`src/lsu_params.svh`:
```
`ifndef LSU_PARAMS_SVH
`define LSU_PARAMS_SVH

// tag and address widths
`define LSU_ROB_WIDTH 4
`define LSU_ADDR_WIDTH 8

// queue depths
`define LSU_N_AGU 2
`define LSU_N_LOAD 2
`define LSU_N_STORE 4

// unresolved branches the core can have in flight
`define LSU_N_BRANCH 4

`endif
```
`src/lsu_pkg.sv`:
```
`include "lsu_params.svh"

package lsu_pkg;

	// result tag on the common data bus
	typedef logic [`LSU_ROB_WIDTH-1:0] rob_tag_t;

	// data memory word address
	typedef logic [`LSU_ADDR_WIDTH-1:0] mem_addr_t;

	typedef logic [31:0] word_t;

	// older unresolved branches, 0 .. N_BRANCH
	typedef logic [$clog2(`LSU_N_BRANCH):0] b_count_t;

	// store queue position or fill count, 0 .. N_STORE
	typedef logic [$clog2(`LSU_N_STORE):0] store_ptr_t;

	typedef enum logic {
		op_load,
		op_store
	} mem_op_t;

endpackage

```
`src/lsu_load_queue.sv`:
```
`timescale 1ns/1ns
`include "lsu_params.svh"

module lsu_load_queue (
	input  logic                clk,
	input  logic                reset,
	input  logic                accept,
	input  logic                issue_is_store,
	input  logic                issue_imm,
	input  lsu_pkg::mem_addr_t  issue_addr,
	input  lsu_pkg::rob_tag_t   issue_tag,
	input  lsu_pkg::store_ptr_t store_count,
	input  logic                store_commit,
	input  logic                agu_fire,
	input  lsu_pkg::mem_op_t    agu_kind,
	input  lsu_pkg::store_ptr_t agu_ptr,
	input  lsu_pkg::mem_addr_t  agu_addr,
	input  logic [`LSU_N_STORE-1:0] sq_ready,
	input  lsu_pkg::mem_addr_t  sq_addr [`LSU_N_STORE],
	input  lsu_pkg::word_t      sq_data [`LSU_N_STORE],
	input  lsu_pkg::word_t      mem_rdata,
	output lsu_pkg::mem_addr_t  mem_raddr,
	input  logic                load_ready,
	output logic                load_valid,
	output logic                load_pop,
	output logic                load_full,
	output lsu_pkg::store_ptr_t load_count,
	output lsu_pkg::rob_tag_t   load_tag,
	output lsu_pkg::word_t      load_data
);
	import lsu_pkg::*;

	localparam int N = `LSU_N_LOAD;

	rob_tag_t   tag [N];
	logic       addr_valid [N];
	mem_addr_t  addr [N];
	store_ptr_t older [N]; // stores still ahead of this load

	logic       acc;
	logic       disamb;
	word_t      fwd_data;
	logic       upd_av [N];
	mem_addr_t  upd_addr [N];
	store_ptr_t upd_older [N];

	assign acc = accept && !issue_is_store;

	always_comb begin
		for (int j = 0; j < N; j++) begin
			if (agu_fire && agu_kind == op_load && agu_ptr == store_ptr_t'(j)) begin
				upd_av[j] = 1'b1;
				upd_addr[j] = agu_addr;
			end else begin
				upd_av[j] = addr_valid[j];
				upd_addr[j] = addr[j];
			end
			upd_older[j] = (older[j] == '0) ? '0 : older[j] - store_ptr_t'(store_commit);
		end
	end

	// all older stores need address and data before the head may go
	always_comb begin
		disamb = 1'b1;
		fwd_data = mem_rdata;
		for (int j = 0; j < `LSU_N_STORE; j++) begin
			if (store_ptr_t'(j) < older[0]) begin
				if (!sq_ready[j])
					disamb = 1'b0;
				if (sq_addr[j] == addr[0])
					fwd_data = sq_data[j]; // later hit is younger
			end
		end
	end

	assign load_valid = load_count != '0 && addr_valid[0] && disamb;
	assign load_pop = load_valid && load_ready;
	assign load_tag = tag[0];
	assign load_full = int'(load_count) == N;
	assign mem_raddr = addr[0];

	always_ff @(posedge clk) begin
		if (reset) begin
			load_count <= '0;
		end else begin
			load_count <= load_count - store_ptr_t'(load_pop) + store_ptr_t'(acc);
		end
		for (int j = 0; j < N; j++) begin
			if (j + int'(load_pop) < int'(load_count)) begin
				tag[j]        <= tag[j + int'(load_pop)];
				addr_valid[j] <= upd_av[j + int'(load_pop)];
				addr[j]       <= upd_addr[j + int'(load_pop)];
				older[j]      <= upd_older[j + int'(load_pop)];
			end else begin
				tag[j]        <= issue_tag;
				addr_valid[j] <= issue_imm;
				addr[j]       <= issue_addr;
				older[j]      <= store_count - store_ptr_t'(store_commit);
			end
		end
		if (load_pop)
			load_data <= fwd_data;
	end

endmodule

```
`config.mk`:
```
export PLATFORM = sky130hd
export DESIGN_NAME = lsu_load_queue
export DESIGN_NICKNAME = d
export VERILOG_FILES = /design/src/lsu_pkg.sv /design/src/lsu_load_queue.sv
export VERILOG_INCLUDE_DIRS = /design/src
export SDC_FILE = /design/constraint.sdc
export NUM_CORES = 1
export LEC_CHECK = 0
export BUFFER_PORTS_ARGS = -buffer_cell sky130_fd_sc_hd__buf_4
export CAP_MARGIN = 20
export CORE_MARGIN = 1
export CORE_UTILIZATION = 46
export CTS_CLUSTER_DIAMETER = 120
export DETAILED_ROUTE_END_ITERATION = 12
export PLACE_DENSITY = 0.82
export SLEW_MARGIN = 20
export SYNTH_ARGS = -nofsm -noshare
export SYNTH_HDL_FRONTEND = slang
export SYNTH_SLANG_ARGS = --single-unit
```
`constraint.sdc`:
```
create_clock -name clk -period 4.7 [get_ports clk]
set_clock_uncertainty 0.2 [all_clocks]
set_input_delay 0.94 -clock clk [delete_from_list [all_inputs] [get_ports clk]]
set_output_delay 0.94 -clock clk [all_outputs]
set_load 0.1 [all_outputs]
```
# Yosys cells after proc, flatten, opt, wreduce, memory -nomap -nowiden
# Memory sizes are Yosys's and may differ from the RTL's.
# Cells that the tools add are included.
# classes
n_eq_ne,6
n_bitwise,11
addsub,6
reduce_logical,12
muxes,54
order_cmp,8
# op_table
cell,count
two-way mux 32 bit,8
two-way mux 8 bit,10
">= comparator 32 x 2 -> 1 bit, second input constant",2
== test 8 bit,4
< comparator 32 x 4 -> 1 bit,1
NOT 1 -> 32 bit,1
NOT 2 -> 32 bit,1
two-way mux 3 bit,10
two-way mux 1 bit,24
subtractor 3 x 1 -> 3 bit,4
logical NOT 3 bit,3
two-way mux 4 bit,2
bitwise OR 1 bit,8
logical AND 1 bit,7
"< comparator 1 x 3 -> 1 bit, first input constant",2
"< comparator 2 x 3 -> 1 bit, first input constant",2
adder 3 x 1 -> 3 bit,1
"== test 3 x 1 -> 1 bit, second input constant",1
"== test 3 bit, second input constant",1
< comparator 1 x 3 -> 1 bit,1
nonzero test 3 bit,1
"adder 1 x 1 -> 2 bit, first input constant",1
logical NOT 1 bit,1
NOT 1 bit,1
# word_totals
output_inout_bits,50
ff_bits,35
ram_bits,32
in_bits,231
wordCells,103
memories,4
# memory_table
memory,words,word_bits,read_ports,rd_clocked_by_memory_dff,write_ports,line,rtl
addr,2,8,2,0,2,lsu_load_queue.sv:37,mem_addr_t addr [N];
tag,2,4,3,0,2,lsu_load_queue.sv:35,rob_tag_t tag [N];
older,2,3,2,0,2,lsu_load_queue.sv:38,store_ptr_t older [N];
addr_valid,2,1,2,0,2,lsu_load_queue.sv:36,logic addr_valid [N];

# Longest topological paths before layout
# Gate-level depths: netlist of run 1.
# logic_depth
depth_word,16
ltp_mapped,13
mapped_depth_nobuf,10

# Worst setup path before layout of run 1
# Ideal clock, no wire load.
# synth_timing
path_type,input -> register
start,input sq_ready[0]
end,"memory tag[1][0] (netlist bit), enable pin"
setup_ns,0.263
cell_stages,11
t_required_ns,4.237
path_slack_ns,-0.139
n_path_buf,4
t_arrival_ns,4.376
cell_sequence,or3b_1 -> o311ai_2 -> nand3_1 -> buf_6 -> buf_2 -> inv_1 -> ha_1 -> o221a_1 -> buf_6 -> buf_8 -> or2_2
# synth_rtl
item,line,rtl
start: declaration,lsu_load_queue.sv:18,"input logic [`LSU_N_STORE-1:0] sq_ready,"
end: declaration,lsu_load_queue.sv:35,

# Worst setup path after layout of run 1
# layout_timing
start,input sq_ready[0]
end,output load_pop
# layout_via
elab_chain_len,10
# layout_lines
item,line,rtl
two-way mux 1 bit *,lsu_load_queue.sv:68,if (!sq_ready[j])
two-way mux 1 bit *,lsu_load_queue.sv:67,if (store_ptr_t'(j) < older[0]) begin
two-way mux 1 bit,lsu_load_queue.sv:68,
two-way mux 1 bit *,lsu_load_queue.sv:67,
two-way mux 1 bit,lsu_load_queue.sv:68,
two-way mux 1 bit *,lsu_load_queue.sv:67,
two-way mux 1 bit,lsu_load_queue.sv:68,
two-way mux 1 bit *,lsu_load_queue.sv:67,
logical AND 1 bit *,lsu_load_queue.sv:76,assign load_valid = load_count != '0 && addr_valid[0] && disamb;
logical AND 1 bit *,lsu_load_queue.sv:77,assign load_pop = load_valid && load_ready;
end: declaration,lsu_load_queue.sv:25,"output logic load_pop,"
# Every way passes the cells marked *; elsewhere a longest branch is shown, timed or not.

==> results of run 1 <==
## through the flow
step / worst slack (ps) / hold WS (ps) / std cells / area [um2] / util
5_1_grt: 864 / 390 / 955 / 7690 / 0.701
2_1_floorplan: 153 / 325 / 563 / 5270 / -
6_report: 936 / 373 / 955 / 7690 / 0.701
3_3_place_gp: 998 / 337 / 939 / 7390 / 0.673
3_5_place_dp: 939 / 336 / 939 / 7390 / 0.673
4_1_cts: 930 / 370 / 955 / 7690 / 0.701
## report_power, final
| group | switching [mW] | leakage [nW] | total, mW | internal (mW) |
|---|---|---|---|---|
| Sequential | 0.175 | 0.597 | 0.982 | 0.807 |
| Clock | 0.274 | 0.134 | 0.687 | 0.413 |
| Combinational | 1.32 | 2.89 | 2.01 | 0.690 |
| Total | 1.77 | 3.62 | 3.68 | 1.91 |
## flip-flops by register name, indices dropped and copies added, names as in the netlist
signal / cells
addr: 16
addr_valid: 2
load_count: 3
load_data: 32
older: 6
tag: 8
## layer usage
metal	up-vias	share of wire	track usage
met5	-	0	0
met4	0	0.040	0.132
met3	67	0.091	0.0646
met2	363	0.49	0.518
met1	2661	0.38	0.366
li1	2612	-	-
## final timing paths
kind / from / to / slack (ps) / cells past startpoint
max: sq_ready[0] / load_pop / 940 / 7
min: tag[1][3] / tag[0][3] / 370 / 1
max reg2reg: older[0][2] / load_count[1] / 1620 / 10
min reg2reg: tag[1][3] / tag[0][3] / 370 / 1
## logic make-up after synthesis
kind of cell	after synthesis
DFF	67
xor gates and xnor gates	35
adders and majority gates	11
and+or+nand+nor	173
AOI/OAI and AO/OA	103
muxes	71
buffers and inverters	103
## critical path: cells and delay by family
kind / cells / cell delay (ps)
AOI/OAI and AO/OA: 1 / 90
buffers and inverters: 4 / 1010
and+or+nand+nor: 2 / 550
## area by class of cell
class                      count  area, um2  area share
multi-input combinational    393       3090       0.402
sequential                    67       1740       0.226
clock buffer                   9        225      0.0293
tap                          140        175      0.0228
inverter                      44        169      0.0220
clock inverter                 7       77.6      0.0101
timing repair buffer         295       2210       0.288
## cell usage after synthesis, types with 2 or more instances
cell and count:
and4_1 33, o311ai_1 31, nand2_1 36, ha_1 10, clkbuf_1 31, mux2_2 14, nor3_1 7, a31oi_1 64
nand4b_1 32, nand3_1 2, edfxtp_1 40, nor2_1 43, xor2_1 30, dfxtp_1 27, nand4_1 2, xnor2_1 5
nor4_1 2, inv_1 44, mux2i_1 45, or2_2 2, mux2_4 12, nand3b_1 2, buf_2 20, buf_6 3
buf_1 3, nor2b_1 5, o21ai_0 2
==> metrics, run 1 <==
total power=3.68 mW; global-route congestion overflow total=0; HPWL Detailed=13800 um; worst vdd ir=0.569 mV; final max-slew violation count=0; Fillers=845; Synth Cell Area=5260 um2; type of origin of the critical path=input pin; Global Route Usage Sum=0.303; clk buf depth=2; initial antenna violation count=0; Final ANT Viol Nets=0; Port Buf Inserts=280; CP peak stage delay=420 ps; sequential fraction of the synthesis area=0.331; largest family of logic cells by synthesized area=simple AND/OR/NAND/NOR gates; Post-synth EDFFs=40; final hold vios=0; final period utilization=0.801; post-CTS setup buffers=0; max frequency=266 MHz; core area=11000 um2; Setup Viol. Count Final=0; antenna cells=0; num rows=38; CP max-delay cell=buf_4; vias in the first global route=5487; status=finished clean; Post-Synth Adder-Cell Area=0.0276; die width=109 um; clock root buffer=clkbuf_16; cts hold-fix bufs=0; Pre-Repair DR Iteration Count=5; CTS clock-pin slew for the worst setup and hold paths=60 ps; Net Count, Synth=805; post-detailed-route wirelength per cell=19.3 um; Hold WC Path Type=reg2reg; die height=109 um; LEAKAGE=3.62 nW; number of clock sinks=67; asr flop ratio synth=0; post-synthesis simple-gate area fraction=0.203; CTS tree=built; first-pass GRT wire length=27600 um; DR DRC count=0; # IOs=281; 1st-iter DRT viols=498; ys flop type=edfxtp_1; worst-path fanout max=36; Vias=5703; Slew Limit Headroom=0.375; Num CTS Buffers=9; worst slew pin tran=935 ps; Max-Cap Viols=0; Initial Util=0.479; Synth Instances=563; CTS H-tree depth=3; leading cell type in the layout, fill and taps excluded=buf_4; Syn Area/Cell=9.35 um2; CP endpoint kind=output pin; most frequent cells in the layout=buf_4, a31oi_1, mux2i_1, inv_1, nor2_1; multiplexer area fraction after synthesis=0.150; Routed WL=18500 um; cell repeated most along the worst path=buf_4; GP Congestion=0.883; Clock Latency Late Sink=330 ps; compound-gate portion of the synthesized area=0.143; critical path cell sequence=buf_4 > or3b_1 > o311ai_2 > nand3_1 > clkinvlp_4 > buf_4 > buf_4; required time of the worst setup path=3560 ps; #FFs+latches synth=67; CP arrival=2620 ps; synth warn=0; class of the most critical setup path=in2out; Tmin final=3760 ps; xor and xnor area share after synthesis=0.0582; cts repair resizes=0; die area=11900 um2; Synth top area share=0.228; Layout Nets=1052; Unique masters post-synth=43; Power Density=479 nW/um2; Vias/cell=5.97; largest net degree at the start of global routing=65; setup TNS=0 ps; share of cells above drive strength 1=0.427; RSZ-0062 raised after global routing=false; area leader, netlist=edfxtp_1; synth top area cells=edfxtp_1, dfxtp_1, mux2i_1; synthesis-to-layout area growth=46.2%
Note: power is estimated with default switching activity, not from simulation.
==> inputs of run 2 (changes only) <==
ABC_AREA = 1   (was default)
CORE_UTILIZATION = 42   (was 46)
PLACE_DENSITY = 0.78   (was 0.82)
clock period = 3.03 ns   (was 4.7 ns; I/O delays follow)
==> run 2 against run 1 <==
Final area is 5.8% higher. Sequential cell count stayed put. Sequential power is 53% higher. Non-clock buffer count is 4 higher. Via count is 15% higher. Global-route usage is 2.8 points lower. First-iteration DRC count is 8.8% lower. Die area is 15% higher. Clock power is 50% higher.
==> metrics, run 2 <==
status=finished clean; Vias=6582; largest net degree at the start of global routing=52; LEAKAGE=4.54 nW; dpl cells=1329; cts hold-fix bufs=0; clock root buffer=clkbuf_16; ys flop type=edfxtp_1; #FFs+latches synth=67; initial antenna violation count=0; Slew Limit Headroom=0.577; Pre-Repair DR Iteration Count=7; CTS tree=built; Vias/cell=4.89; Initial Util=0.434; Power Density=686 nW/um2; RSZ-0062 raised after global routing=false; WHS Path Cells=2; multiplexer area fraction after synthesis=0; worst vdd ir=0.651 mV; CP endpoint kind=output pin; die width=117 um; CP max-delay cell=dfxtp_1; fin util=0.640; Biggest register=load_data; Post-Synth Adder-Cell Area=0.0263; CP arrival=1790 ps; total power=5.59 mW; setup TNS=0 ps; 1st-iter DRT viols=454; max frequency=385 MHz; Setup Viol. Count Final=0; Net Count, Synth=1148; Worst R2R Setup Slack=610 ps; Clock Latency Late Sink=340 ps; Tmin final=2600 ps; GP Congestion=0.864; cts repair resizes=0; global-route congestion overflow total=0; num rows=41; Num CTS Buffers=9; reg2reg start=older[0][2]; share of cells above drive strength 1=0.305; largest family of logic cells by synthesized area=simple AND/OR/NAND/NOR gates; vias in the first global route=5783; Final Non-Filler Cells=1345; # IOs=281; final max-slew violation count=0; biggest regs=load_data (32), addr (16), tag (8); CTS clock-pin slew for the worst setup and hold paths=50 ps; required time of the worst setup path=2220 ps; Post-synth top cells=nand2_1, nand3_1, inv_1, nor2_1, edfxtp_1; Port Buf Inserts=280; most frequent cells in the layout=nand2_1, buf_4, nand3_1, inv_1, nor2_1; setup ws final=431 ps; final hold vios=0; HP Start=reset; post-CTS setup buffers=0; Synth top area share=0.219; Layout Nets=1410; R2R Path End=load_count[1]; asr flop ratio synth=0; sequential fraction of the synthesis area=0.315; Fillers=1222; type of origin of the critical path=flop; die area=13600 um2; worst slew pin tran=635 ps; post-synthesis simple-gate area fraction=0.424; Unique masters post-synth=33; die height=117 um; Syn Area/Cell=6.10 um2; post-detailed-route wirelength per cell=14.3 um; crit path buf inv count=2; critical path cell sequence=nor2_2 > nand2_2 > nand2_1 > o21ai_2 > nor2_4 > nand2_4 > clkinv_4 > buf_4; Global Route Usage Sum=0.275; Hold WC Path Type=in2reg; register area=1750 um2; CP peak stage delay=370 ps; area leader, netlist=nand2_1; leading cell type in the layout, fill and taps excluded=nand2_1; first-pass GRT wire length=28400 um; number of clock sinks=67; CP delay by family, top=simple AND/OR/NAND/NOR gates; synth top area cells=nand2_1, edfxtp_1, nand3_1; CTS H-tree depth=3; Worst Reg-to-Reg Cells=13; antenna cells=0; xor and xnor area share after synthesis=0.0269; worst-path fanout max=11; Post-synth EDFFs=40; Post-Place Worst Slack=443 ps; count leader, synth=nand2_1; synth warn=0; Synth Cell Area=5530 um2; clk buf depth=2; WHS Endpoint=load_count[2]; Synth Instances=906; class of the most critical setup path=reg2out; max reg flops=32; area of the multi-input gates=3070 um2; compound-gate portion of the synthesized area=0.0638; synthesis-to-layout area growth=47.3%; DR DRC count=0; HPWL Detailed=14700 um; Routed WL=19200 um; Max-Cap Viols=0; core area=12700 um2; Final ANT Viol Nets=0; final period utilization=0.858
-- run 2: changes by cell type after synthesis, moves of 20 or more --
cell / delta
o21ai_0: +24
nand3_1: +151
nand4b_1: -32
xor2_1: -24
nand2_1: +287
mux2i_1: -45
inv_1: +95
and4_1: -33
clkbuf_1: -20
a31oi_1: -64
o311ai_1: -31
a21oi_1: +33
-- run 2: layout make-up --
cell class              count  share of cell area
clock buffers              11              0.0286
clock inverters             5             0.00661
inverters                 147              0.0693
multi-input cells         644               0.377
flip-flops and latches     67               0.215
well taps                 172              0.0264
repair buffers            299               0.277
-- run 2: through the flow --
step	instance area, um2	hold slack, ps
after detailed placement	7860	325
final	8140	232
after floorplan	5650	294
after global placement	7860	324
after CTS	8140	216
after global routing	8140	231
-- run 2: worst max-delay path by stage --
stage	slack [ps]	cells past startpoint	from	to
final	430	8	older[0][2]	load_pop
after global routing	320	8	older[0][2]	load_pop
after CTS	420	8	older[0][2]	load_pop
after detailed placement	440	12	sq_ready[1]	load_count[1]
after global placement	480	12	sq_ready[1]	load_count[1]
after floorplan	-90	14	sq_ready[3]	tag[1][0]
-- run 2: layer usage --
layer,up-vias,global-route usage,part of all wire
li1,3346,-,-
met1,2930,0.323,0.39
met2,279,0.500,0.50
met3,27,0.0545,0.089
met4,0,0.0886,0.016
met5,-,0,0
-- run 2: cells by family (layout without fill, tap and decap cells) --
kind of cell / after synthesis / count (layout)
AOI/OAI and AO/OA: 66 / 66
buffers and inverters: 195 / 462
xor gates and xnor gates: 17 / 17
DFF: 67 / 67
adders and majority gates: 11 / 11
and+or+nand+nor: 550 / 550
-- run 2: report_power, final --
part / leakage (nW) / switching (mW) / total, mW / internal (mW)
clock: 0.140 / 0.391 / 1.03 / 0.635
combinational: 3.80 / 2.11 / 3.06 / 0.959
sequential: 0.600 / 0.228 / 1.50 / 1.27
total: 4.54 / 2.72 / 5.59 / 2.86
==> inputs of run 3 (changes only) <==
CORE_UTILIZATION = 43   (was 42)
CTS_BUF_LIST = sky130_fd_sc_hd__clkbuf_4 sky130_fd_sc_hd__clkbuf_8   (was default)
MAX_ROUTING_LAYER = met4   (was default)
PLACE_DENSITY = 0.79   (was 0.78)
==> run 3 against run 2 <==
Clock-buffer cell count increased by 1. Sequential power about the same. Total power decreased by 5.5%. Non-clock buffer count increased by 1. Final area decreased by 1.2%. Sequential share of layout area increased by 0.26 points. Final cell count about the same. Register-to-register slack got worse by 40 ps. Wire length increased by 0.61%.
==> metrics, run 3 (synthesis results as in run 2) <==
fin area=8040 um2; Worst R2R Setup Slack=570 ps; # IOs=281; leading cell type in the layout, fill and taps excluded=nand2_1; Final ANT Viol Nets=0; Biggest register=load_data; vias in the first global route=5848; most frequent cells in the layout=nand2_1, buf_4, nand3_1, inv_1, nor2_1; GP Congestion=0.865; Fillers=1187; Routed WL=19300 um; CTS tree=built; Comb pwr share=0.583; Pre-Repair DR Iteration Count=5; global-route congestion overflow total=0; Worst Reg-to-Reg Cells=13; max reg flops=32; worst-path fanout max=14; Hold WC Path Type=in2reg; Slew Limit Headroom=0.544; Layout Nets=1411; Final Non-Filler Cells=1346; worst slew pin tran=682 ps; Initial Util=0.440; Port Buf Inserts=280; reg2reg start=older[0][2]; 1st-iter DRT viols=628; final period utilization=0.876; core area=12600 um2; Clock power frac=0.135; final max-slew violation count=0; clk buf depth=2; Vias=6565; Pint=2.57 mW; DR DRC count=0; cts hold-fix bufs=0; Setup Viol. Count Final=0; Global Route Usage Sum=0.296; biggest regs=load_data (32), addr (16), tag (8); die width=115 um; LEAKAGE=4.50 nW; CTS clock-pin slew for the worst setup and hold paths=70 ps; number of clock sinks=67; sequential cell fraction of total power=0.283; type of origin of the critical path=flop; clock root buffer=clkbuf_8; Vias/cell=4.88; initial antenna violation count=0; share of cells above drive strength 1=0.307; num rows=41; crit path capture=load_pop; Sw Ratio=0.513; die height=115 um; Clock Latency Late Sink=360 ps; Max-Cap Viols=0; CP startpoint=older[0][2]; HP Start=reset; post-detailed-route wirelength per cell=14.4 um; status=finished clean; Sw Pwr=2.71 mW; CTS H-tree depth=3; required time of the worst setup path=2220 ps; Post-Place Worst Slack=394 ps; HPWL Detailed=14700 um; setup ws final=376 ps; worst vdd ir=0.883 mV; max frequency=377 MHz; synthesis-to-layout area growth=45.6%; Tmin final=2650 ps; RSZ-0062 raised after global routing=false; dpl cells=1330; CP arrival=1850 ps; Power Density=656 nW/um2; die area=13300 um2; final hold vios=0; class of the most critical setup path=reg2out; cts repair resizes=0; fin util=0.640; first-pass GRT wire length=29200 um; Num CTS Buffers=9; CP endpoint kind=output pin; post-CTS setup buffers=0; largest net degree at the start of global routing=65; antenna cells=0; R2R Path End=load_count[1]; cell area after placement=7860 um2
-- run 3: cell count changes in the layout (fill, tap and decap cells not counted) --
cell / before / now
bufinv_16: 1 / 0
clkinvlp_4: 1 / 0
clkbuf_16: 9 / 0
clkbuf_8: 0 / 11
clkbuf_4: 0 / 1
clkbuf_1: 2 / 0
buf_4: 298 / 299
inv_4: 4 / 5
-- run 3: cell type report --
| cell class | instances | area, um2 | share of cell area |
|---|---|---|---|
| clock buffer | 12 | 159 | 0.0198 |
| clock inverter | 4 | 22.5 | 0.00280 |
| inverter | 147 | 564 | 0.0702 |
| multi-input combinational | 644 | 3070 | 0.381 |
| sequential | 67 | 1750 | 0.218 |
| tap | 172 | 215 | 0.0268 |
| timing repair buffer | 300 | 2260 | 0.282 |
-- run 3: how the worst min path moves through the flow --
stage / endpoint / cells after the start
after floorplan: tag[0][0] / 2
after global placement: tag[0][3] / 2
after detailed placement: tag[0][0] / 2
after CTS: load_count[2] / 2
after global routing: load_count[2] / 2
final: load_count[0] / 2
-- run 3: per-stage QoR --
step / hold WS [ps] / TNS [ps] / power [mW]
6_report: 217 / 0 / 5.28
5_1_grt: 205 / 0 / 5.63
4_1_cts: 208 / 0 / 5.28
3_5_place_dp: 340 / 0 / 4.57
3_3_place_gp: 324 / 0 / 4.52
2_1_floorplan: 294 / -445 / 3.72
-- run 3: metal layers --
metal	track usage	routed length (um)	vias to the layer above
met4	0.0987	385	0
met3	0.0554	1680	33
met1	0.350	7520	2909
li1	-	-	3343
met2	0.504	9730	280
met5	-	0	-
-- run 3: worst max-delay path, stage by stage (launching register included) --
cell and delay [ps]:
dfxtp_1 380, nor2_2 180, nand2_2 110, nand2_1 80
o21ai_2 70, nor2_4 140, nand2_4 120, clkinv_4 100
buf_4 310
-- run 3: power by group through the flow --
stage	Clock (mW)	Combinational, mW	Sequential [mW]
after floorplan	0	1.50	2.22
after global placement	0	3.01	1.51
after detailed placement	0	3.06	1.51
after CTS	0.717	3.07	1.49
after global routing	0.753	3.35	1.52
final	0.711	3.08	1.49
