### src/lsu_params.svh
`ifndef LSU_PARAMS_SVH
`define LSU_PARAMS_SVH

// tag and address widths
`define LSU_ROB_WIDTH 4
`define LSU_ADDR_WIDTH 8

// queue depths
`define LSU_N_AGU 2
`define LSU_N_LOAD 2
`define LSU_N_STORE 4

// unresolved branches the core can have in flight
`define LSU_N_BRANCH 4

`endif
### src/lsu_pkg.sv
`include "lsu_params.svh"

package lsu_pkg;

	// result tag on the common data bus
	typedef logic [`LSU_ROB_WIDTH-1:0] rob_tag_t;

	// data memory word address
	typedef logic [`LSU_ADDR_WIDTH-1:0] mem_addr_t;

	typedef logic [31:0] word_t;

	// older unresolved branches, 0 .. N_BRANCH
	typedef logic [$clog2(`LSU_N_BRANCH):0] b_count_t;

	// store queue position or fill count, 0 .. N_STORE
	typedef logic [$clog2(`LSU_N_STORE):0] store_ptr_t;

	typedef enum logic {
		op_load,
		op_store
	} mem_op_t;

endpackage

### src/lsu_store_queue.sv
`timescale 1ns/1ns
`include "lsu_params.svh"

module lsu_store_queue (
	input  logic                clk,
	input  logic                reset,
	input  logic                accept,
	input  logic                issue_is_store,
	input  logic                issue_imm,
	input  lsu_pkg::mem_addr_t  issue_addr,
	input  logic                issue_data_valid,
	input  lsu_pkg::rob_tag_t   issue_data_tag,
	input  lsu_pkg::word_t      issue_data_data,
	input  lsu_pkg::b_count_t   issue_b_count,
	input  logic                cdb_valid,
	input  lsu_pkg::rob_tag_t   cdb_tag,
	input  lsu_pkg::word_t      cdb_data,
	input  logic                agu_fire,
	input  lsu_pkg::mem_op_t    agu_kind,
	input  lsu_pkg::store_ptr_t agu_ptr,
	input  lsu_pkg::mem_addr_t  agu_addr,
	input  logic                b_commit,
	input  logic                failure,
	output logic                store_commit,
	output lsu_pkg::mem_addr_t  head_addr,
	output lsu_pkg::word_t      head_data,
	output lsu_pkg::store_ptr_t store_count,
	output logic [`LSU_N_STORE-1:0] sq_ready,
	output lsu_pkg::mem_addr_t  sq_addr [`LSU_N_STORE],
	output lsu_pkg::word_t      sq_data [`LSU_N_STORE],
	output logic                store_full,
	output logic                sw_empty
);
	import lsu_pkg::*;

	localparam int N = `LSU_N_STORE;

	logic       addr_valid [N];
	logic       data_valid [N];
	rob_tag_t   data_tag [N];
	b_count_t   b_count [N];

	logic       acc;
	logic       new_dv;
	store_ptr_t n_keep;
	logic       agu_hit [N];
	logic       cdb_hit [N];
	b_count_t   upd_b [N];

	assign acc = accept && issue_is_store && !failure; // wrong-path store never enters
	assign new_dv = issue_data_valid || (cdb_valid && cdb_tag == issue_data_tag);

	always_comb begin
		n_keep = '0;
		for (int j = 0; j < N; j++) begin
			agu_hit[j] = agu_fire && agu_kind == op_store && agu_ptr == store_ptr_t'(j);
			cdb_hit[j] = !data_valid[j] && cdb_valid && cdb_tag == data_tag[j];
			upd_b[j] = (b_count[j] == '0) ? '0 : b_count[j] - b_count_t'(b_commit);
			sq_ready[j] = addr_valid[j] && data_valid[j];
			// non-speculative entries form a prefix
			if (store_ptr_t'(j) < store_count && b_count[j] == '0)
				n_keep = n_keep + 1'b1;
		end
	end

	assign store_commit = store_count != '0 && b_count[0] == '0 && sq_ready[0];
	assign head_addr = sq_addr[0];
	assign head_data = sq_data[0];
	assign store_full = int'(store_count) == N;
	assign sw_empty = store_count == '0;

	always_ff @(posedge clk) begin
		if (reset) begin
			store_count <= '0;
		end else if (failure) begin
			store_count <= n_keep - store_ptr_t'(store_commit);
		end else begin
			store_count <= store_count - store_ptr_t'(store_commit) + store_ptr_t'(acc);
		end
		for (int j = 0; j < N; j++) begin
			if (j + int'(store_commit) < int'(store_count)) begin
				addr_valid[j] <= addr_valid[j + int'(store_commit)]
				                 || agu_hit[j + int'(store_commit)];
				sq_addr[j]    <= agu_hit[j + int'(store_commit)] ? agu_addr
				                                                 : sq_addr[j + int'(store_commit)];
				data_valid[j] <= data_valid[j + int'(store_commit)]
				                 || cdb_hit[j + int'(store_commit)];
				sq_data[j]    <= cdb_hit[j + int'(store_commit)] ? cdb_data
				                                                 : sq_data[j + int'(store_commit)];
				data_tag[j]   <= data_tag[j + int'(store_commit)];
				b_count[j]    <= upd_b[j + int'(store_commit)];
			end else begin
				addr_valid[j] <= issue_imm;
				sq_addr[j]    <= issue_addr;
				data_valid[j] <= new_dv;
				sq_data[j]    <= issue_data_valid ? issue_data_data : cdb_data;
				data_tag[j]   <= issue_data_tag;
				b_count[j]    <= issue_b_count;
			end
		end
	end

	// relies on the top blocking stores while full
	assert property (@(posedge clk) disable iff (reset) int'(store_count) <= N);

endmodule

### config.mk
export PLATFORM = sky130hd
export DESIGN_NAME = lsu_store_queue
export DESIGN_NICKNAME = d
export VERILOG_FILES = /design/src/lsu_pkg.sv /design/src/lsu_store_queue.sv
export VERILOG_INCLUDE_DIRS = /design/src
export SDC_FILE = /design/constraint.sdc
export NUM_CORES = 1
export LEC_CHECK = 0
export BUFFER_PORTS_ARGS = -buffer_cell sky130_fd_sc_hd__buf_2
export CAP_MARGIN = 10
export CORE_AREA = 5 5 178 266
export DETAILED_ROUTE_END_ITERATION = 10
export DIE_AREA = 0 0 183 271
export SLEW_MARGIN = 20
export SYNTH_ARGS = -nofsm -noshare
export SYNTH_HDL_FRONTEND = slang
export SYNTH_SLANG_ARGS = --single-unit
### constraint.sdc
create_clock -name clk -period 4.3 [get_ports clk]
set_input_delay 0 -clock clk [delete_from_list [all_inputs] [get_ports clk]]
set_output_delay 0 -clock clk [all_outputs]
set_load 0.01 [all_outputs]
# After elaboration in Yosys (flattened, before gate mapping)
# Memories as Yosys holds them, arrays and structs flattened.
# Index checks and enable logic that the tools add are counted.
op_classes:
  addsub: 13
  n_lt_le_gt_ge: 12
  eq_ne: 9
  n_mux: 114
  bitwise: 20
  n_reduce_logical: 47
ops:
  columns: ["cell", "n"]
  rows:
  - ["2-to-1 mux 32 bit", 17]
  - ["binary-select mux 32 bit (select 2 bit)", 4]
  - [">= comparator 32 x 3 -> 1 bit, second input constant", 4]
  - ["2-to-1 mux 8 bit", 16]
  - ["< comparator 32 x 4 -> 1 bit", 3]
  - ["binary-select mux 8 bit (select 2 bit)", 4]
  - ["inverter 3 -> 32 bit", 2]
  - ["2-to-1 mux 3 bit", 20]
  - ["2-to-1 mux 1 bit", 37]
  - ["inverter 1 -> 32 bit", 1]
  - ["inverter 2 -> 32 bit", 1]
  - ["logical AND 1 bit", 26]
  - ["binary-select mux 3 bit (select 2 bit)", 4]
  - ["== test 4 bit", 5]
  - ["zero test 3 bit", 6]
  - ["subtractor 3 x 1 -> 3 bit", 6]
  - ["binary-select mux 1 bit (select 2 bit)", 8]
  - ["2-to-1 mux 4 bit", 4]
  - ["bitwise OR 1 bit", 16]
  - ["logical OR 1 bit", 9]
  - ["adder 2 x 1 -> 3 bit, first input constant", 2]
  - ["adder 3 x 1 -> 3 bit, second input constant", 2]
  - ["== test 3 x 2 -> 1 bit, second input constant", 2]
  - ["< comparator 1 x 3 -> 1 bit, first input constant", 2]
  - ["other kinds (9)", 14]
word_totals:
  ff_bits: 163
  mem_bits_rw: 36
  input_bits: 105
  out_inout_bits: 210
  elab_cells: 228
  mem_count: 4
memory_table:
  columns: ["name", "words", "word_bits", "rd", "rd_clocked_by_memory_dff", "write_ports", "line_no", "rtl"]
  rows:
  - ["data_tag", 4, 4, 8, 0, 4, "lsu_store_queue.sv:40", "rob_tag_t data_tag [N];"]
  - ["b_count", 4, 3, 4, 0, 4, "lsu_store_queue.sv:41", "b_count_t b_count [N];"]
  - ["addr_valid", 4, 1, 8, 0, 4, "lsu_store_queue.sv:38", "logic addr_valid [N];"]
  - ["data_valid", 4, 1, 8, 0, 4, "lsu_store_queue.sv:39", "logic data_valid [N];"]

# Logic depth before layout (Yosys ltp)
# Gate-level depths: netlist of run 1.
# An unclocked memory read counts as a cell.
logic_depth:
  ltp_word: 12
  depth_mapped: 15
  depth_no_buf: 13

# Worst setup path after synthesis of run 1
# Ideal clock, no wire load.
synth_timing:
  path_kind: "reg2reg"
  startpoint: "register store_count[0]"
  endpoint: "memory data_tag[3][0] (netlist name) (enable)"
  setup_time_ns: 0.260
  arrival_time_ns: 2.964
  t_required_ns: 4.040
  path_slack_ns: 1.077
  path_stages_with_launch: 13
  n_path_buf: 4
  period_less_slack_ns: 3.223
  path_cell_list: "dfxtp_1 -> or3_4 -> nand3_4 -> buf_4 -> buf_2 -> buf_2 -> inv_1 -> ha_1 -> or3b_2 -> a21oi_1 -> a21oi_1 -> buf_2 -> or2_2"
synth_lines:
  columns: ["element", "line_no", "rtl"]
  rows:
  - ["start, declared", "lsu_store_queue.sv:27", "output lsu_pkg::store_ptr_t store_count,"]
  - ["start signal, assigned", "lsu_store_queue.sv:76", "store_count <= n_keep - store_ptr_t'(store_commit);"]
  - ["start signal, assigned", "lsu_store_queue.sv:78", "store_count <= store_count - store_ptr_t'(store_commit) + store_ptr_t'(acc);"]
  - ["end, declared", "lsu_store_queue.sv:40", null]

# Final worst setup path of run 1
layout_timing:
  startpoint: "register store_count[0]"
  endpoint: "register sq_addr[20] (netlist name)"
layout_between:
  elab_chain_cells: 10
  word_cells_on_any_way: 14
  classes_between: "add/sub: 1; order compare: 1; mux: 8; bitwise: 1; reduce/logical: 3"
layout_rtl:
  columns: ["element", "line_no", "rtl"]
  rows:
  - ["branches (longest 9 deep; another with < comparator 32 x 4 -> 1 bit)", null, null]
  - ["2-to-1 mux 8 bit (*)", "lsu_store_queue.sv:81", "if (j + int'(store_commit) < int'(store_count)) begin"]
  - ["end signal, assigned by index", "lsu_store_queue.sv:84", "sq_addr[j] <= agu_hit[j + int'(store_commit)] ? agu_addr"]
  - ["end signal, assigned by index", "lsu_store_queue.sv:94", "sq_addr[j] <= issue_addr;"]
  - ["end, declared", "lsu_store_queue.sv:29", "output lsu_pkg::mem_addr_t sq_addr [`LSU_N_STORE],"]
# Mark *: on every way between the ends. The select of a mux whose other input is x is not followed.
# A chain may end at the register's enable or synchronous reset.

==> results.json, run 1 <==
{
  "status": "finished clean",
  "setup_viol": 0,
  "area_delta_synth_final_pct": 30.7,
  "ys_ff_latch": 199,
  "use_met2_pct": 35.0,
  "crit_path_cell_trace": "or3_4 > nand3_4 > buf_4 > inv_4 > buf_4 > mux2i_2 > and3_1 > o21ai_1 > dlygate4sd3_1",
  "met3_usage_pct": 3.82,
  "mappedNetlistArea_mm2": 0.0119,
  "cts.sinks": 199,
  "worstPathArrival_ps": 4030,
  "grtUsageMet1_pct": 21.1,
  "worst_ep_required_time_ps": 4640,
  "drt-total-wl_um": 49300,
  "r2r_slack_ps": 610,
  "synth_nets": 1540,
  "placed_cells": 2180,
  "yosys_most_used_dff": "dfxtp_1",
  "track_usage_pct": 19.1,
  "pwr-share-comb_pct": 24.7,
  "clk_pin_slew_worst_paths_ps": 80,
  "power.internal_w": 0.00371,
  "startpoint_type": "register",
  "synth-xor-area-share_pct": 2.02,
  "grt_pass1_vias": 12500,
  "rsz0062_at_grt": "false",
  "yosys.area_share.simple_pct": 22.9,
  "grt_max_degree": 94,
  "avgSynthCellArea_um2": 8.42,
  "async_flop_share_pct": 0,
  "port_buffers": 314,
  "finalMaxSlewViolations": 0,
  "grt_pass1_wl_um": 74100,
  "p_clk_share_pct": 30.0,
  "synth_fa_ha_area_share_pct": 1.95,
  "sequentialPowerShare_pct": 45.3,
  "cp_max_fo": 39,
  "gr-total-overflow": 0,
  "syn_inst": 1417,
  "ys_seq_area_share_pct": 41.5,
  "die_area_mm2": 0.0496,
  "max_slew.worst_pin.slew_ps": 1010,
  "clk-insertion-delay-late_ps": 450,
  "dr.pass1.iters": 7,
  "holdWs_ps": 55.5,
  "synthMuxAreaShare_pct": 8.67,
  "cpMostUsedCell": "buf_4",
  "mostFrequentLayoutCells": "314 x buf_2, 265 x nand2_1, 132 x dlygate4sd3_1",
  "drc_errors": 0,
  "antenna_found_initial": 5,
  "fin_cells": 2347,
  "drtIter0Drc": 999,
  "hold_viol": 0,
  "crit_type": "register to register",
  "drive_gt1_share_pct": 26.7,
  "io_pins": 315,
  "max-slew-margin-rel_pct": 32.7,
  "hold_path_class": "input port to register",
  "cts_buffers": 17,
  "final_nets": 1872,
  "cts.path.max_buffers": 2,
  "finalCritPeriodShare_pct": 85.7,
  "rows": 95,
  "synth-edff-count": 96,
  "skew_ps": 10.2,
  "num_vias": 12300,
  "busiest_layer": "met2",
  "design_area_mm2": 0.0156,
  "ir_worst_vdd_mv": 0.258,
  "cts_setup_buffers": 0,
  "slowest_delay_ps": 650,
  "worst-path-buf-inv": 4,
  "cts-root-buf": "clkbuf_16",
  "synth_top_family_by_area": "simple AND/OR/NAND/NOR gates",
  "synth-compound-area-share_pct": 15.3,
  "p_sw_w": 0.00175,
  "setup_slack_ps": 614,
  "dp_hpwl_um": 32700,
  "swShare_pct": 32.0,
  "start_util_pct": 26.8,
  "final_common_cell": "buf_2",
  "fp.coreArea_mm2": 0.0446,
  "cap_violations": 0,
  "place_congestion": 0.858,
  "wl_per_cell_um": 21.0,
  "synth_cell_types": 57,
  "htree_num_levels": 4,
  "post-route-min-period_ps": 3690,
  "yosysWarnings": 0,
  "endpoint_kind": "register",
  "leakage_nw": 6.75,
  "fmax_mhz": 271,
  "dp_slack_ps": 1080,
  "crit_slowest_cell": "mux2i_2",
  "power_density_mw_per_mm2": 350,
  "die_w_um": 183,
  "cts_tree": "built",
  "place_area_mm2": 0.0137,
  "ant_nets": 0,
  "cp_top_family": "buffers and inverters",
  "routed_via_density": 5.25,
  "fin_tns_setup_ps": 0,
  "die-height_um": 271
}
[synthesized netlist by cell type, types with 8 or more instances]
master / count / area share (%)
xnor2_1: 8 / 0.59
inv_1: 24 / 0.76
mux2i_1: 24 / 2.0
a21oi_1: 22 / 0.92
mux2_2: 68 / 6.4
nand3_1: 72 / 3.0
dfxtp_1: 103 / 17
o21ai_1: 9 / 0.38
edfxtp_1: 96 / 24
clkbuf_1: 75 / 2.4
buf_4: 44 / 2.8
o211ai_1: 33 / 2.1
xor2_1: 17 / 1.2
o31ai_1: 40 / 2.5
nand2_1: 267 / 8.4
nor2_1: 130 / 4.1
nor3_1: 18 / 0.76
buf_2: 34 / 1.4
nand4_1: 35 / 1.8
and3_1: 50 / 2.6
a31oi_1: 72 / 3.8
ha_1: 17 / 1.8
o21ai_0: 98 / 4.1
[power groups by stage]
stage / Combinational [W] / Sequential [W] / Clock, W
after CTS: 0.00135 / 0.00248 / 0.00167
final: 0.00135 / 0.00248 / 0.00164
after global routing: 0.00148 / 0.00250 / 0.00174
after global placement: 0.00120 / 0.00251 / 0
after detailed placement: 0.00122 / 0.00252 / 0
after floorplan: 0.000691 / 0.00253 / 0
[path summary, 6_finish.rpt]
check             depth (start not counted)            end           start
hold / removal                            3  data_valid[0]       cdb_valid
hold reg to reg                           2  addr_valid[0]   addr_valid[0]
setup reg to reg                          9    sq_addr[20]  store_count[0]
setup / recovery                          9    sq_addr[20]  store_count[0]
[routing by layer]
layer	vias to the layer above	routed length, µm
li1	5692	-
met1	5927	18600
met3	112	3370
met4	4	1900
met2	576	25400
met5	-	34
[per-stage QoR]
stage	util, %	total power, W
after floorplan	-	0.00322
after global placement	30.7	0.00371
after detailed placement	30.7	0.00374
after CTS	34.9	0.00550
after global routing	35.0	0.00573
final	35.0	0.00546
[sequential cells by signal (all words and copies together) (netlist names)]
register	count
addr_valid	4
b_count	12
data_tag	16
data_valid	4
head_addr	8
head_data	32
sq_addr	24
sq_data	96
store_count	3
[worst register-to-register path, stage by stage, from the launching register on]
cell	delay, ps
dfxtp_1	420
or3_4	450
nand3_4	80
buf_4	460
inv_4	300
buf_4	340
mux2i_2	650
and3_1	270
o21ai_1	70
dlygate4sd3_1	550
[layout make-up]
| class | count | area [µm²] |
|---|---|---|
| clock inverters | 7 | 56.3 |
| flip-flops and latches | 199 | 4940 |
| repair buffers | 470 | 3090 |
| diodes | 3 | 7.51 |
| fillers | 4629 | 29000 |
| well taps | 582 | 728 |
| clock buffers | 25 | 518 |
| inverters | 26 | 100 |
| multi-input cells | 1035 | 6150 |
[timing repair]
| action | CTS | global route |
|---|---|---|
| hold buffers | 132 | 0 |
| resized for setup | 0 | 0 |
| hold endpoints to repair | 194 | 0 |
[kinds of logic after synthesis]
group                    Yosys count
AO/OA/AOI/OAI                    294
XOR/XNOR                          26
adder cells (fa/ha/maj)           18
buffers and inverters            183
flip-flops                       199
multiplexers                      94
AND/OR/NAND/NOR                  603
(Power assumes the default switching activity.)
==> inputs of run 2 (changes only) <==
--- a/config.mk
+++ b/config.mk
@@ -8,9 +8,9 @@
 export LEC_CHECK = 0
 export BUFFER_PORTS_ARGS = -buffer_cell sky130_fd_sc_hd__buf_2
 export CAP_MARGIN = 10
-export CORE_AREA = 5 5 178 266
+export CORE_AREA = 5 5 147 220
 export DETAILED_ROUTE_END_ITERATION = 10
-export DIE_AREA = 0 0 183 271
+export DIE_AREA = 0 0 152 225
 export SLEW_MARGIN = 20
 export SYNTH_ARGS = -nofsm -noshare
 export SYNTH_HDL_FRONTEND = slang
==> run 2 against run 1 <==
Compared with the run above:
- combinational power is essentially flat
- global-route usage up 6.3 points
- clock-buffer cell count down 4
- non-clock buffer count down 1
- maximum frequency shrank 2.3%
- cell area is 1.6% lower
==> results.json, run 2 (synthesized netlist as in run 1, its figures left out) <==
{
  "top_register": "sq_data",
  "grt_max_degree": 94,
  "final_common_cell": "buf_2",
  "mostFrequentLayoutCells": "314 x buf_2, 265 x nand2_1, 130 x nor2_1, 130 x dlygate4sd3_1, 103 x dfxtp_1",
  "track_usage_pct": 25.4,
  "skew_ps": 14.5,
  "finalMaxSlewViolations": 0,
  "drt-total-wl_um": 45300,
  "dp_slack_ps": 1030,
  "die-height_um": 225,
  "grt_pass1_vias": 12100,
  "slowest_delay_ps": 730,
  "filler_cell_count": 2871,
  "io_pins": 315,
  "cts_setup_buffers": 0,
  "ir_worst_vdd_mv": 0.285,
  "fin_tns_setup_ps": 0,
  "status": "finished clean",
  "largest_reg_flops": 96,
  "ant_nets": 0,
  "worstHoldPathCells": 3,
  "design_area_mm2": 0.0153,
  "area_delta_synth_final_pct": 28.7,
  "grt_pass1_wl_um": 69800,
  "power_density_mw_per_mm2": 356,
  "finalCritPeriodShare_pct": 87.7,
  "start_util_pct": 39.7,
  "setup_viol": 0,
  "setup_slack_ps": 528,
  "seq_area_mm2": 0.00494,
  "die_w_um": 152,
  "fp.coreArea_mm2": 0.0301,
  "cts.path.max_buffers": 2,
  "cap_violations": 0,
  "cp_max_fo": 66,
  "antenna_found_initial": 2,
  "worstPathArrival_ps": 4100,
  "cts_tree": "built",
  "dp_hpwl_um": 29000,
  "drtIter0Drc": 865,
  "crit_type": "register to register",
  "cts-root-buf": "clkbuf_16",
  "hold_viol": 0,
  "clk_pin_slew_worst_paths_ps": 70,
  "port_buffers": 314,
  "fmax_mhz": 265,
  "final_nets": 1871,
  "max-slew-margin-rel_pct": 27.1,
  "routed_via_density": 5.68,
  "die_area_mm2": 0.0342,
  "cts.sinks": 199,
  "holdWs_ps": 75.0,
  "place_area_mm2": 0.0135,
  "cts_buffers": 17,
  "drc_errors": 0,
  "place_congestion": 0.847,
  "endpoint_kind": "register",
  "post-route-min-period_ps": 3770,
  "dr.pass1.iters": 7,
  "crit_slowest_cell": "a21oi_4",
  "crit_path_cell_trace": "or3_4 > nand3_4 > inv_1 > ha_1 > or3b_2 > a21oi_1 > a21oi_4 > buf_12 > o31ai_1 > dlygate4sd3_1",
  "gr-total-overflow": 0,
  "leakage_nw": 6.73,
  "hold_path_class": "input port to register",
  "num_vias": 12300,
  "clk-insertion-delay-late_ps": 440,
  "max_slew.worst_pin.slew_ps": 1090,
  "worst_ep_required_time_ps": 4630,
  "startpoint_type": "register",
  "worstRegToRegCells": 10,
  "p_total_w": 0.00546,
  "wl_per_cell_um": 20.9,
  "rsz0062_at_grt": "false",
  "multi_input_area_mm2": 0.00613,
  "htree_num_levels": 4,
  "drive_gt1_share_pct": 26.5,
  "rows": 78
}
[run 2: stage by stage]
step | instances | util, %
6_report | 2162 | 51.0
5_1_grt | 2162 | 51.0
4_1_cts | 2160 | 51.0
3_5_place_dp | 1999 | 44.8
3_3_place_gp | 1999 | 44.8
2_1_floorplan | 1417 | -
[run 2: path summary, 6_finish.rpt]
check             endpoint  slack [ps]           start
max             sq_addr[5]         530  store_count[0]
min          data_valid[2]          80       cdb_valid
max reg2reg     sq_addr[5]         530  store_count[0]
min reg2reg  addr_valid[0]         520   addr_valid[0]
[run 2: layer usage]
| metal | vias up | GRT usage (%) | wire length (µm) |
|---|---|---|---|
| met3 | 101 | 4.57 | 2970 |
| li1 | 5688 | - | - |
| met5 | - | 0 | 0 |
| met4 | 0 | 10.2 | 1580 |
| met1 | 5917 | 29.5 | 17400 |
| met2 | 575 | 46.2 | 23300 |
[run 2: critical path, delay by kind of cell (launching register included)]
kind                     cells  cell delay [ps]
AO/OA/AOI/OAI                3              960
buffers and inverters        3             1040
AND/OR/NAND/NOR              3              910
adder cells (fa/ha/maj)      1              300
flip-flops                   1              410
[run 2: timing repair]
| action | CTS | global route |
|---|---|---|
| resized for setup | 0 | 0 |
| hold buffers | 130 | 0 |
| endpoints found under the hold margin | 171 | 0 |
[run 2: final cells by class]
cell class / instances / share of cell area, %
flip-flops and latches: 199 / 32.2
well taps: 400 / 3.26
inverters: 26 / 0.644
multi-input cells: 1035 / 39.9
clock buffers: 21 / 3.00
diodes: 2 / 0.0326
clock inverters: 10 / 0.783
repair buffers: 469 / 20.1
[run 2: report_power, final]
part	switching (W)	internal [W]	leakage, nW
sequential	0.000219	0.00226	1.87
combinational	0.000727	0.000606	4.60
clock	0.000763	0.000890	0.270
==> inputs of run 3 (changes only) <==
--- a/config.mk
+++ b/config.mk
@@ -8,9 +8,10 @@
 export LEC_CHECK = 0
 export BUFFER_PORTS_ARGS = -buffer_cell sky130_fd_sc_hd__buf_2
 export CAP_MARGIN = 10
-export CORE_AREA = 5 5 147 220
+export CORE_AREA = 5 5 128 191
 export DETAILED_ROUTE_END_ITERATION = 10
-export DIE_AREA = 0 0 152 225
+export DIE_AREA = 0 0 133 196
+export PLACE_DENSITY = 0.8
 export SLEW_MARGIN = 20
 export SYNTH_ARGS = -nofsm -noshare
 export SYNTH_HDL_FRONTEND = slang
==> run 3 against run 2 <==
Compared with the run above:
- sequential power about the same
- critical endpoint is now sq_addr[0]
- combinational power about the same
- clock-buffer cell count rose by 1
==> results.json, run 3 (synthesized netlist as in run 1, its figures left out) <==
{
  "cts.path.max_buffers": 2,
  "gr-total-overflow": 0,
  "hold_path_class": "input port to register",
  "cts.sinks": 199,
  "ir_worst_vdd_mv": 0.281,
  "rows": 68,
  "cts-root-buf": "clkbuf_16",
  "worstHoldPathCells": 3,
  "clk-insertion-delay-late_ps": 450,
  "grt_pass1_vias": 12800,
  "ant_nets": 0,
  "holdWs_ps": 64.5,
  "worstPathArrival_ps": 4370,
  "swShare_pct": 31.7,
  "power_density_mw_per_mm2": 352,
  "mostFrequentLayoutCells": "314 x buf_2, 265 x nand2_1, 130 x nor2_1",
  "io_pins": 315,
  "start_util_pct": 52.5,
  "leakage_nw": 6.74,
  "htree_num_levels": 4,
  "cts_buffers": 17,
  "p_clk_share_pct": 28.8,
  "multi_input_area_mm2": 0.00613,
  "fp.coreArea_mm2": 0.0227,
  "die_area_mm2": 0.0261,
  "r2r_start": "store_count[0]",
  "track_usage_pct": 31.7,
  "cpMostUsedCell": "buf_4",
  "slowest_delay_ps": 680,
  "drtIter0Drc": 1473,
  "wl_per_cell_um": 21.0,
  "startpoint_type": "register",
  "timing.critical_path.to": "sq_addr[0]",
  "grt_pass1_wl_um": 66800,
  "filler_cell_count": 1783,
  "endpoint_kind": "register",
  "dr.pass1.iters": 7,
  "fmax_mhz": 247,
  "drive_gt1_share_pct": 26.6,
  "dp_hpwl_um": 27400,
  "sequentialPowerShare_pct": 46.1,
  "final_nets": 1872,
  "status": "finished clean",
  "area_delta_synth_final_pct": 27.2,
  "pwr-share-comb_pct": 25.2,
  "crit_path_cell_trace": "or3_4 > nand3_4 > buf_4 > clkinv_2 > buf_4 > mux2i_2 > and3_1 > o31ai_1 > dlygate4sd3_1",
  "post-route-min-period_ps": 4040,
  "drt-total-wl_um": 42900,
  "skew_ps": 11.6,
  "largest_reg_flops": 96,
  "cts_resized": 0,
  "top_register": "sq_data",
  "p_total_w": 0.00535,
  "place_congestion": 0.900,
  "antenna_found_initial": 2,
  "max-slew-margin-rel_pct": 28.8,
  "max_slew.worst_pin.slew_ps": 1070,
  "setup.worst_path.start": "store_count[0]",
  "num_vias": 12700,
  "r2r_slack_ps": 260,
  "rr_endpoint": "sq_addr[0]",
  "worst_ep_required_time_ps": 4630,
  "clk_pin_slew_worst_paths_ps": 80,
  "hold_viol": 0,
  "routed_via_density": 6.21,
  "cts_setup_buffers": 0,
  "port_buffers": 314,
  "finalMaxSlewViolations": 0,
  "crit_slowest_cell": "mux2i_2",
  "grt_max_degree": 94,
  "worstRegToRegCells": 9,
  "finalCritPeriodShare_pct": 94.0,
  "holdCritStartpoint": "cdb_valid",
  "cap_violations": 0,
  "p_sw_w": 0.00170,
  "cts_tree": "built",
  "cp_max_fo": 61,
  "crit_type": "register to register",
  "setup_viol": 0,
  "seq_area_mm2": 0.00494,
  "final_common_cell": "buf_2",
  "die_w_um": 133,
  "die-height_um": 196,
  "drc_errors": 0,
  "fin_tns_setup_ps": 0,
  "rsz0062_at_grt": "false",
  "power.internal_w": 0.00365
}
[run 3: cell count changes in the layout (fill, tap and decap cells not counted), sizes merged, moves of 2 or more]
| cell | change |
|---|---|
| buf | +2 |
| bufinv | -2 |
| clkinv | +5 |
| clkinvlp | -2 |
[run 3: power by group through the flow]
stage	Combinational [W]	Clock, W	Sequential (W)
finish	0.00135	0.00154	0.00246
global route	0.00146	0.00162	0.00248
global placement	0.00116	0	0.00249
floorplan	0.000691	0	0.00253
CTS	0.00132	0.00154	0.00246
detailed placement	0.00119	0	0.00250
[run 3: area by class of cell]
class / instances / share of cell area, %
clock inverter: 10 / 0.470
inverter: 26 / 0.652
antenna: 2 / 0.0330
sequential: 199 / 32.6
multi-input combinational: 1035 / 40.4
timing repair buffer: 470 / 20.4
clock buffer: 22 / 3.13
tap: 280 / 2.31
[run 3: worst min path at each step]
| stage | endpoint | slack (ps) |
|---|---|---|
| 5_1_grt | data_valid[0] | 80 |
| 2_1_floorplan | store_count[0] | 60 |
| 3_3_place_gp | store_count[0] | 220 |
| 4_1_cts | data_valid[2] | 60 |
| 3_5_place_dp | store_count[0] | 230 |
| 6_report | data_valid[2] | 60 |
[run 3: timing repair]
action                                  in CTS  in global routing
endpoints found under the hold margin      166                  0
hold buffers                               129                  0
endpoints found under the setup margin       0                  0
[run 3: worst max-delay path: cells and delay by family, from the launching register on]
kind	cells	cell delay (ps)
buffers and inverters	4	1970
flip-flops	1	390
AND/OR/NAND/NOR	3	800
AO/OA/AOI/OAI	1	80
multiplexers	1	680
[run 3: metrics by stage]
step                instance area (µm²)  util, %  worst slack (ps)  cells
global placement                  13300     58.6               805   1880
global route                      15200     66.8              38.5   2044
finish                            15200     66.8               259   2044
floorplan                         11900        -              1080   1417
CTS                               15200     66.8               346   2042
detailed placement                13300     58.7               755   1881
[run 3: layer usage]
layer	vias up	part of all wire [%]	track usage [%]
li1	5694	-	-
met1	5872	34	35.3
met2	942	51	55.6
met3	193	11	6.16
met4	0	5.1	19.0
met5	-	0	0
